[src/hdl/mmu_pkg.sv]
package mmu_pkg;

    // widths seen on the core and memory sides
    typedef logic [31:0] vaddr_t;   // virtual address from the core
    typedef logic [31:0] paddr_t;   // physical address to the targets
    typedef logic [31:0] word_t;    // data or instruction word
    typedef logic [3:0]  strb_t;    // byte write enable, one bit per byte

    // cacheability code of kseg0, same encoding as the Config.K0 field
    typedef logic [2:0]  k0_t;

    // top three address bits select the segment
    typedef logic [2:0]  seg_t;

    localparam k0_t K0_UNCACHED       = 3'd2;
    localparam k0_t K0_CACHED_DEFAULT = 3'd3;  // cacheable, noncoherent

    // unmapped segments, both fold onto the low 512 MB
    localparam seg_t SEG_KSEG0 = 3'b100;  // 0x8000_0000..0x9fff_ffff
    localparam seg_t SEG_KSEG1 = 3'b101;  // 0xa000_0000..0xbfff_ffff

endpackage

[src/hdl/addr_translate.sv]
`timescale 1ns/10ps

module addr_translate #(
    parameter mmu_pkg::k0_t K0_RESET = mmu_pkg::K0_CACHED_DEFAULT
) (
    input  logic              aclk,
    input  logic              aresetn,

    // instruction path
    input  mmu_pkg::vaddr_t   i_vaddr,
    output mmu_pkg::paddr_t   i_paddr,

    // data path
    input  mmu_pkg::vaddr_t   d_vaddr,
    output mmu_pkg::paddr_t   d_paddr,
    output logic              d_uncached,

    // operation port for the K0 field
    input  logic              tu_op_we,
    input  mmu_pkg::k0_t      tu_op_k0,
    output mmu_pkg::k0_t      tu_op_k0_q
);

    mmu_pkg::k0_t k0;
    mmu_pkg::seg_t d_seg;

    // fixed mapping, kseg0 and kseg1 lose their top three bits
    function automatic mmu_pkg::paddr_t seg_map(input mmu_pkg::vaddr_t vaddr);
        mmu_pkg::seg_t seg;
        seg = vaddr[31:29];
        if (seg == mmu_pkg::SEG_KSEG0 || seg == mmu_pkg::SEG_KSEG1) begin
            return {3'b000, vaddr[28:0]};
        end
        return vaddr;  // kuseg and kseg2/3 pass unchanged
    endfunction

    assign i_paddr = seg_map(i_vaddr);
    assign d_paddr = seg_map(d_vaddr);

    assign d_seg = d_vaddr[31:29];

    // kseg1 never cached, kseg0 follows K0
    always_comb begin
        d_uncached = 1'b0;
        if (d_seg == mmu_pkg::SEG_KSEG1) begin
            d_uncached = 1'b1;
        end else if (d_seg == mmu_pkg::SEG_KSEG0) begin
            d_uncached = (k0 == mmu_pkg::K0_UNCACHED);
        end
    end

    // K0 register, a write shows up after the next edge
    always_ff @(posedge aclk) begin
        if (aresetn) begin
            k0 <= K0_RESET;
        end else if (tu_op_we) begin
            k0 <= tu_op_k0;
        end
    end

    assign tu_op_k0_q = k0;

endmodule

[src/hdl/dbus_dispatch.sv]
`timescale 1ns/10ps

module dbus_dispatch (
    input  logic              aclk,
    input  logic              aresetn,

    // core data side, address already translated
    input  logic              dmem_req,
    input  logic              dmem_we,
    input  mmu_pkg::strb_t    dmem_wstrb,
    input  mmu_pkg::word_t    dmem_wdata,
    input  mmu_pkg::paddr_t   d_paddr,
    input  logic              d_uncached,
    output logic              dmem_addr_ok,
    output logic              dmem_data_ok,
    output mmu_pkg::word_t    dmem_rdata,

    // data cache port
    output logic              dcache_req,
    output logic              dcache_we,
    output mmu_pkg::paddr_t   dcache_addr,
    output mmu_pkg::strb_t    dcache_wstrb,
    output mmu_pkg::word_t    dcache_wdata,
    input  logic              dcache_addr_ok,
    input  logic              dcache_data_ok,
    input  mmu_pkg::word_t    dcache_rdata,

    // uncached port
    output logic              unc_req,
    output logic              unc_we,
    output mmu_pkg::paddr_t   unc_addr,
    output mmu_pkg::strb_t    unc_wstrb,
    output mmu_pkg::word_t    unc_wdata,
    input  logic              unc_addr_ok,
    input  logic              unc_data_ok,
    input  mmu_pkg::word_t    unc_rdata
);

    logic cur_finished;    // stage one already has addr_ok from its target
    logic last_finished;   // stage two has seen its data_ok
    logic last_uncached;   // stage two waits on the uncached port

    logic can_issue;
    logic issue;
    logic tgt_addr_ok;
    logic resp_sel;        // 1 selects the uncached response
    logic last_ready;
    logic cur_ready;

    // a second target may only start once stage two is empty,
    // otherwise its data_ok could overtake the older access
    assign can_issue = last_finished || (d_uncached == last_uncached);
    assign issue     = dmem_req && !cur_finished && can_issue;

    assign dcache_req = issue && !d_uncached;
    assign unc_req    = issue && d_uncached;

    // payload goes to both ports, only req tells them apart
    assign dcache_we    = dmem_we;
    assign dcache_addr  = d_paddr;
    assign dcache_wstrb = dmem_wstrb;
    assign dcache_wdata = dmem_wdata;
    assign unc_we       = dmem_we;
    assign unc_addr     = d_paddr;
    assign unc_wstrb    = dmem_wstrb;
    assign unc_wdata    = dmem_wdata;

    assign tgt_addr_ok = d_uncached ? unc_addr_ok : dcache_addr_ok;

    // with stage two empty, a return can only be the same-cycle data_ok
    // of the access being accepted now
    assign resp_sel     = last_finished ? d_uncached : last_uncached;
    assign dmem_data_ok = resp_sel ? unc_data_ok : dcache_data_ok;
    assign dmem_rdata   = resp_sel ? unc_rdata : dcache_rdata;

    assign last_ready   = last_finished || dmem_data_ok;
    assign cur_ready    = last_ready && (cur_finished || (issue && tgt_addr_ok));
    assign dmem_addr_ok = dmem_req && cur_ready;

    always_ff @(posedge aclk) begin
        if (aresetn) begin
            cur_finished  <= 1'b0;
            last_finished <= 1'b1;
            last_uncached <= 1'b0;
        end else if (dmem_addr_ok) begin
            // stage one moves into stage two
            cur_finished  <= 1'b0;
            last_finished <= last_finished && dmem_data_ok;
            last_uncached <= d_uncached;
        end else begin
            if (issue && tgt_addr_ok) begin
                cur_finished <= 1'b1;   // hold off req, stage two still busy
            end
            if (!last_finished) begin
                last_finished <= dmem_data_ok;
            end
        end
    end

endmodule

[src/hdl/mmu.sv]
`timescale 1ns/10ps

module mmu #(
    parameter mmu_pkg::k0_t K0_RESET = mmu_pkg::K0_CACHED_DEFAULT
) (
    input  logic              aclk,
    input  logic              aresetn,

    // translation unit operation port
    input  logic              tu_op_we,
    input  mmu_pkg::k0_t      tu_op_k0,
    output mmu_pkg::k0_t      tu_op_k0_q,

    // core instruction bus
    input  logic              imem_req,
    input  mmu_pkg::vaddr_t   imem_addr,
    output logic              imem_addr_ok,
    output logic              imem_data_ok,
    output mmu_pkg::word_t    imem_rdata,

    // core data bus
    input  logic              dmem_req,
    input  logic              dmem_we,
    input  mmu_pkg::vaddr_t   dmem_addr,
    input  mmu_pkg::strb_t    dmem_wstrb,
    input  mmu_pkg::word_t    dmem_wdata,
    output logic              dmem_addr_ok,
    output logic              dmem_data_ok,
    output mmu_pkg::word_t    dmem_rdata,

    // instruction cache port
    output logic              icache_req,
    output mmu_pkg::paddr_t   icache_addr,
    input  logic              icache_addr_ok,
    input  logic              icache_data_ok,
    input  mmu_pkg::word_t    icache_rdata,

    // data cache port
    output logic              dcache_req,
    output logic              dcache_we,
    output mmu_pkg::paddr_t   dcache_addr,
    output mmu_pkg::strb_t    dcache_wstrb,
    output mmu_pkg::word_t    dcache_wdata,
    input  logic              dcache_addr_ok,
    input  logic              dcache_data_ok,
    input  mmu_pkg::word_t    dcache_rdata,

    // uncached port
    output logic              unc_req,
    output logic              unc_we,
    output mmu_pkg::paddr_t   unc_addr,
    output mmu_pkg::strb_t    unc_wstrb,
    output mmu_pkg::word_t    unc_wdata,
    input  logic              unc_addr_ok,
    input  logic              unc_data_ok,
    input  mmu_pkg::word_t    unc_rdata
);

    mmu_pkg::paddr_t i_paddr;
    mmu_pkg::paddr_t d_paddr;
    logic            d_uncached;

    // fetches always use the icache, uncached segments included
    assign icache_req   = imem_req;
    assign icache_addr  = i_paddr;
    assign imem_addr_ok = icache_addr_ok;
    assign imem_data_ok = icache_data_ok;
    assign imem_rdata   = icache_rdata;

    addr_translate #(
        .K0_RESET   (K0_RESET)
    ) u_translate (
        .aclk       (aclk),
        .aresetn    (aresetn),
        .i_vaddr    (imem_addr),
        .i_paddr    (i_paddr),
        .d_vaddr    (dmem_addr),
        .d_paddr    (d_paddr),
        .d_uncached (d_uncached),
        .tu_op_we   (tu_op_we),
        .tu_op_k0   (tu_op_k0),
        .tu_op_k0_q (tu_op_k0_q)
    );

    dbus_dispatch u_dispatch (
        .aclk           (aclk),
        .aresetn        (aresetn),
        .dmem_req       (dmem_req),
        .dmem_we        (dmem_we),
        .dmem_wstrb     (dmem_wstrb),
        .dmem_wdata     (dmem_wdata),
        .d_paddr        (d_paddr),
        .d_uncached     (d_uncached),
        .dmem_addr_ok   (dmem_addr_ok),
        .dmem_data_ok   (dmem_data_ok),
        .dmem_rdata     (dmem_rdata),
        .dcache_req     (dcache_req),
        .dcache_we      (dcache_we),
        .dcache_addr    (dcache_addr),
        .dcache_wstrb   (dcache_wstrb),
        .dcache_wdata   (dcache_wdata),
        .dcache_addr_ok (dcache_addr_ok),
        .dcache_data_ok (dcache_data_ok),
        .dcache_rdata   (dcache_rdata),
        .unc_req        (unc_req),
        .unc_we         (unc_we),
        .unc_addr       (unc_addr),
        .unc_wstrb      (unc_wstrb),
        .unc_wdata      (unc_wdata),
        .unc_addr_ok    (unc_addr_ok),
        .unc_data_ok    (unc_data_ok),
        .unc_rdata      (unc_rdata)
    );

endmodule

[config.mk]
export PLATFORM = sky130hd
export DESIGN_NAME = mmu
export DESIGN_NICKNAME = d
export VERILOG_FILES = /design/src/hdl/mmu_pkg.sv /design/src/hdl/addr_translate.sv /design/src/hdl/dbus_dispatch.sv /design/src/hdl/mmu.sv
export SDC_FILE = /design/constraint.sdc
export NUM_CORES = 1
export LEC_CHECK = 0
export BUFFER_PORTS_ARGS = -buffer_cell sky130_fd_sc_hd__buf_4
export CAP_MARGIN = 20
export CORE_AREA = 10 10 169 171
export CTS_BUF_LIST = sky130_fd_sc_hd__clkbuf_4 sky130_fd_sc_hd__clkbuf_8
export DETAILED_ROUTE_END_ITERATION = 10
export DIE_AREA = 0 0 179 181
export GPL_TIMING_DRIVEN = 0
export MAX_ROUTING_LAYER = met4
export PLACE_DENSITY = 0.43
export SLEW_MARGIN = 10
export SYNTH_ARGS = -nofsm -noshare
export SYNTH_HDL_FRONTEND = slang
export SYNTH_SLANG_ARGS = --single-unit
[constraint.sdc]
create_clock -name aclk -period 2.29 [get_ports aclk]
set_input_delay 0.3435 -clock aclk [delete_from_list [all_inputs] [get_ports aclk]]
set_output_delay 0.3435 -clock aclk [all_outputs]
set_load 0.03 [all_outputs]
==> results.md <==
- Status: complete, but fails checks
- Failing checks: negative setup slack
- Via count of the routed design: 2804
- Layout Skew: 0.000970 ns
- Worst-path fanout max: 10
- WP data arrival: 2.16 ns
- Congestion Overflow GR: 0
- Post-route minimum period: 2.50 ns
- Clk sinks: 6
- Post-route ant nets: 0
- Vias in the first global route: 3192
- Slowest Stage Delay on Critical Path: 0.41 ns
- Final setup margin: -0.213 ns
- Crit path to: dmem_rdata[17]
- # diodes: 0
- Final Cycle Share: 109%
- Initial antenna violation count: 0
- CTS Root Cell: clkbuf_8
- Pin count of the biggest net entering global routing: 11
- H-tree depth reported by CTS: 1
- TritonCTS Buffers: 3
- Vias per cell: 2.96
- R2r worst-path depth: 6
- Max cap viols: 0
- Synth area leader: buf_4
- Number of hold buffers added after cts: 0
- Layout Area Growth over Synthesis: 125%
- Slowest cell on crit path: or3b_4
- Worst path cell trace: or3b_4 > a21o_1 > buf_6 > inv_6 > a21boi_4 > buf_12 > buf_12 > mux2_4 > buf_6
- Cell Rows: 58
- WL/cell: 15.9 um
- Final WL: 15100 um
- Share of layout cells above drive strength 1: 93.0%
- Pwr Total: 1770 uW
- First-pass GRT wire length: 20200 um
- Required time of the critical path: 1.95 ns
- Final core utilization: 22.1%
- #FFs+latches synth: 6
- Post-synth EDFFs: 0
- Area contributors post-synth: buf_4 61%, mux2_4 18%, dfxtp_1 4.9%, mux2_2 2.3%, buf_6 1.8%
- Endpoints failing setup: 33
- Drt drc: 0
- Pre-antenna DRT Iters: 4
- Worst hold path type: in2reg
- Area of the core: 0.0250 mm^2
- Count of pins over their slew limit: 0
- Synthesized area: 0.00245 mm^2
- Die height: 181 um
- Worst-margin pin slew: 0.333 ns
- Final setup TNS: -6.08 ns
- RSZ-0062 raised after global routing: yes
- GP Congestion: 0.756
- GRT Resource Usage Total: 8.45%
- Worst skew pair latency: 0.22 ns
- Worst slew margin: 77.6%
- Pre-CTS setup slack: -0.0941 ns
- Worst vdd ir: 116 uV
- CTS tree: built
- Cell Pwr Density: 321 mW/mm^2
- R2R Path Start: u_translate.tu_op_k0_q[1]
- Seq/Total Area, Yosys: 4.90%
- Yosys warning count: 0
- DR iter-0 viols: 27
- Netlist cell types: 30
- Synth Flop Type: dfxtp_1
- Reg2reg setup slack: 0.58 ns
- Reg2reg end: u_dispatch.last_finished
- Initial Util: 9.80%
- Most common cell after layout, fill and taps aside: buf_4
- Top cell type's share of synthesized area: 60.9%
- Ys async rst share: 0%
- Max Clk Rate: 400 MHz
- I/O Buffers: 324
- Die X: 179 um
- I/O Pins: 455
- Die area: 0.0324 mm^2
- CTS max path bufs: 2
- Crit. End Element: output pin
- Post-Syn Instances: 289
- Commonest cells after routing, fill and taps aside: 491 x buf_4, 34 x buf_6, 30 x mux2_4, 5 x mux2_2
- Clock-pin slew on the worst setup and hold paths: 0.04 ns
- Leak: 0.00310 uW
- Crit path from: u_translate.tu_op_k0_q[1]
- Setup CP Type: reg2out
- Hold Violations, Final: 0
- Avg Cell Area, Syn: 8.49 um^2
- CP Launch Type: register
- Finished Layout Cells: 948
- HPWL Detailed: 14300 um
- Post-synthesis net count: 500
- Placed Cells: 943
- Fin nets: 831
[logic make-up after synthesis]
family	Yosys count	synth area share, %
buf+inv	210	64.0
mux	36	21.1
simple gates	21	4.80
compound gates	15	4.85
flops	6	4.90
xor+xnor	1	0.357
[state kept, by name (all words and copies together) (netlist names)]
signal,count
u_dispatch.last_finished,1
u_dispatch.last_uncached,1
u_dispatch.cur_finished,1
u_translate.tu_op_k0_q,3
[worst max-delay path, delay by kind of cell, from the launching register on]
family,cells,cell delay (ns)
buffers and inverters,5,0.64
flip-flops,1,0.33
AO/OA/AOI/OAI,2,0.23
AND/OR/NAND/NOR,1,0.41
multiplexers,1,0.32
[layout make-up]
cell class,instances,area [um^2]
fillers,2808,19500
repair buffers,326,2580
plain buffers,205,1570
multi-input cells,73,771
well taps,330,413
flip-flops and latches,6,124
clock buffers,3,41.3
inverters,5,23.8
[where the power goes]
part	total, uW	switching (uW)	internal [uW]
clock network	159	45.7	113
registers	120	7.83	112
logic	1490	763	732
total	1770	816	956
[worst min-delay path by stage]
| stage | from | depth (start not counted) | end |
|---|---|---|---|
| after global placement | u_translate.tu_op_k0_q[2] | 2 | u_translate.tu_op_k0_q[2] |
| after floorplan | aresetn | 1 | u_dispatch.last_uncached |
| after detailed placement | u_translate.tu_op_k0_q[2] | 2 | u_translate.tu_op_k0_q[2] |
| after global routing | tu_op_k0[0] | 2 | u_translate.tu_op_k0_q[0] |
| after CTS | tu_op_k0[0] | 2 | u_translate.tu_op_k0_q[0] |
| final | tu_op_k0[0] | 2 | u_translate.tu_op_k0_q[0] |
[per-stage QoR]
stage / cell area (um^2) / hold slack [ns]
2_1_floorplan: 2460 / 0.413
3_3_place_gp: 5300 / 0.541
3_5_place_dp: 5300 / 0.537
4_1_cts: 5520 / 0.316
5_1_grt: 5520 / 0.319
6_report: 5520 / 0.324
[cell usage after synthesis, types with 2 or more instances]
cell type,count
buf_4,199
nand2b_1,3
clkbuf_1,2
mux2_2,5
nor2b_1,2
nor4_1,3
inv_1,4
and2_1,3
a21oi_1,2
buf_6,4
nor2_1,4
nor3_1,2
o21ai_0,4
a211o_1,2
mux2_4,30
dfxtp_1,6
[metal layers]
layer / global-route usage, % / part of all wire (%) / up-vias / wire length (um)
met4: 1.22 / 0.58 / 0 / 88
met3: 2.90 / 10 / 4 / 1560
li1: - / - / 1386 / -
met1: 8.19 / 34 / 1223 / 5170
met2: 16.0 / 55 / 191 / 8260
met5: - / 0 / - / 0
[what timing repair did]
action	in CTS	in global routing
setup endpoints to repair	34	34
cloned	0	0
resized for setup	40	2
buffers inserted	3	1
pin swaps	3	1
Note: power is estimated with default switching activity, not from simulation.
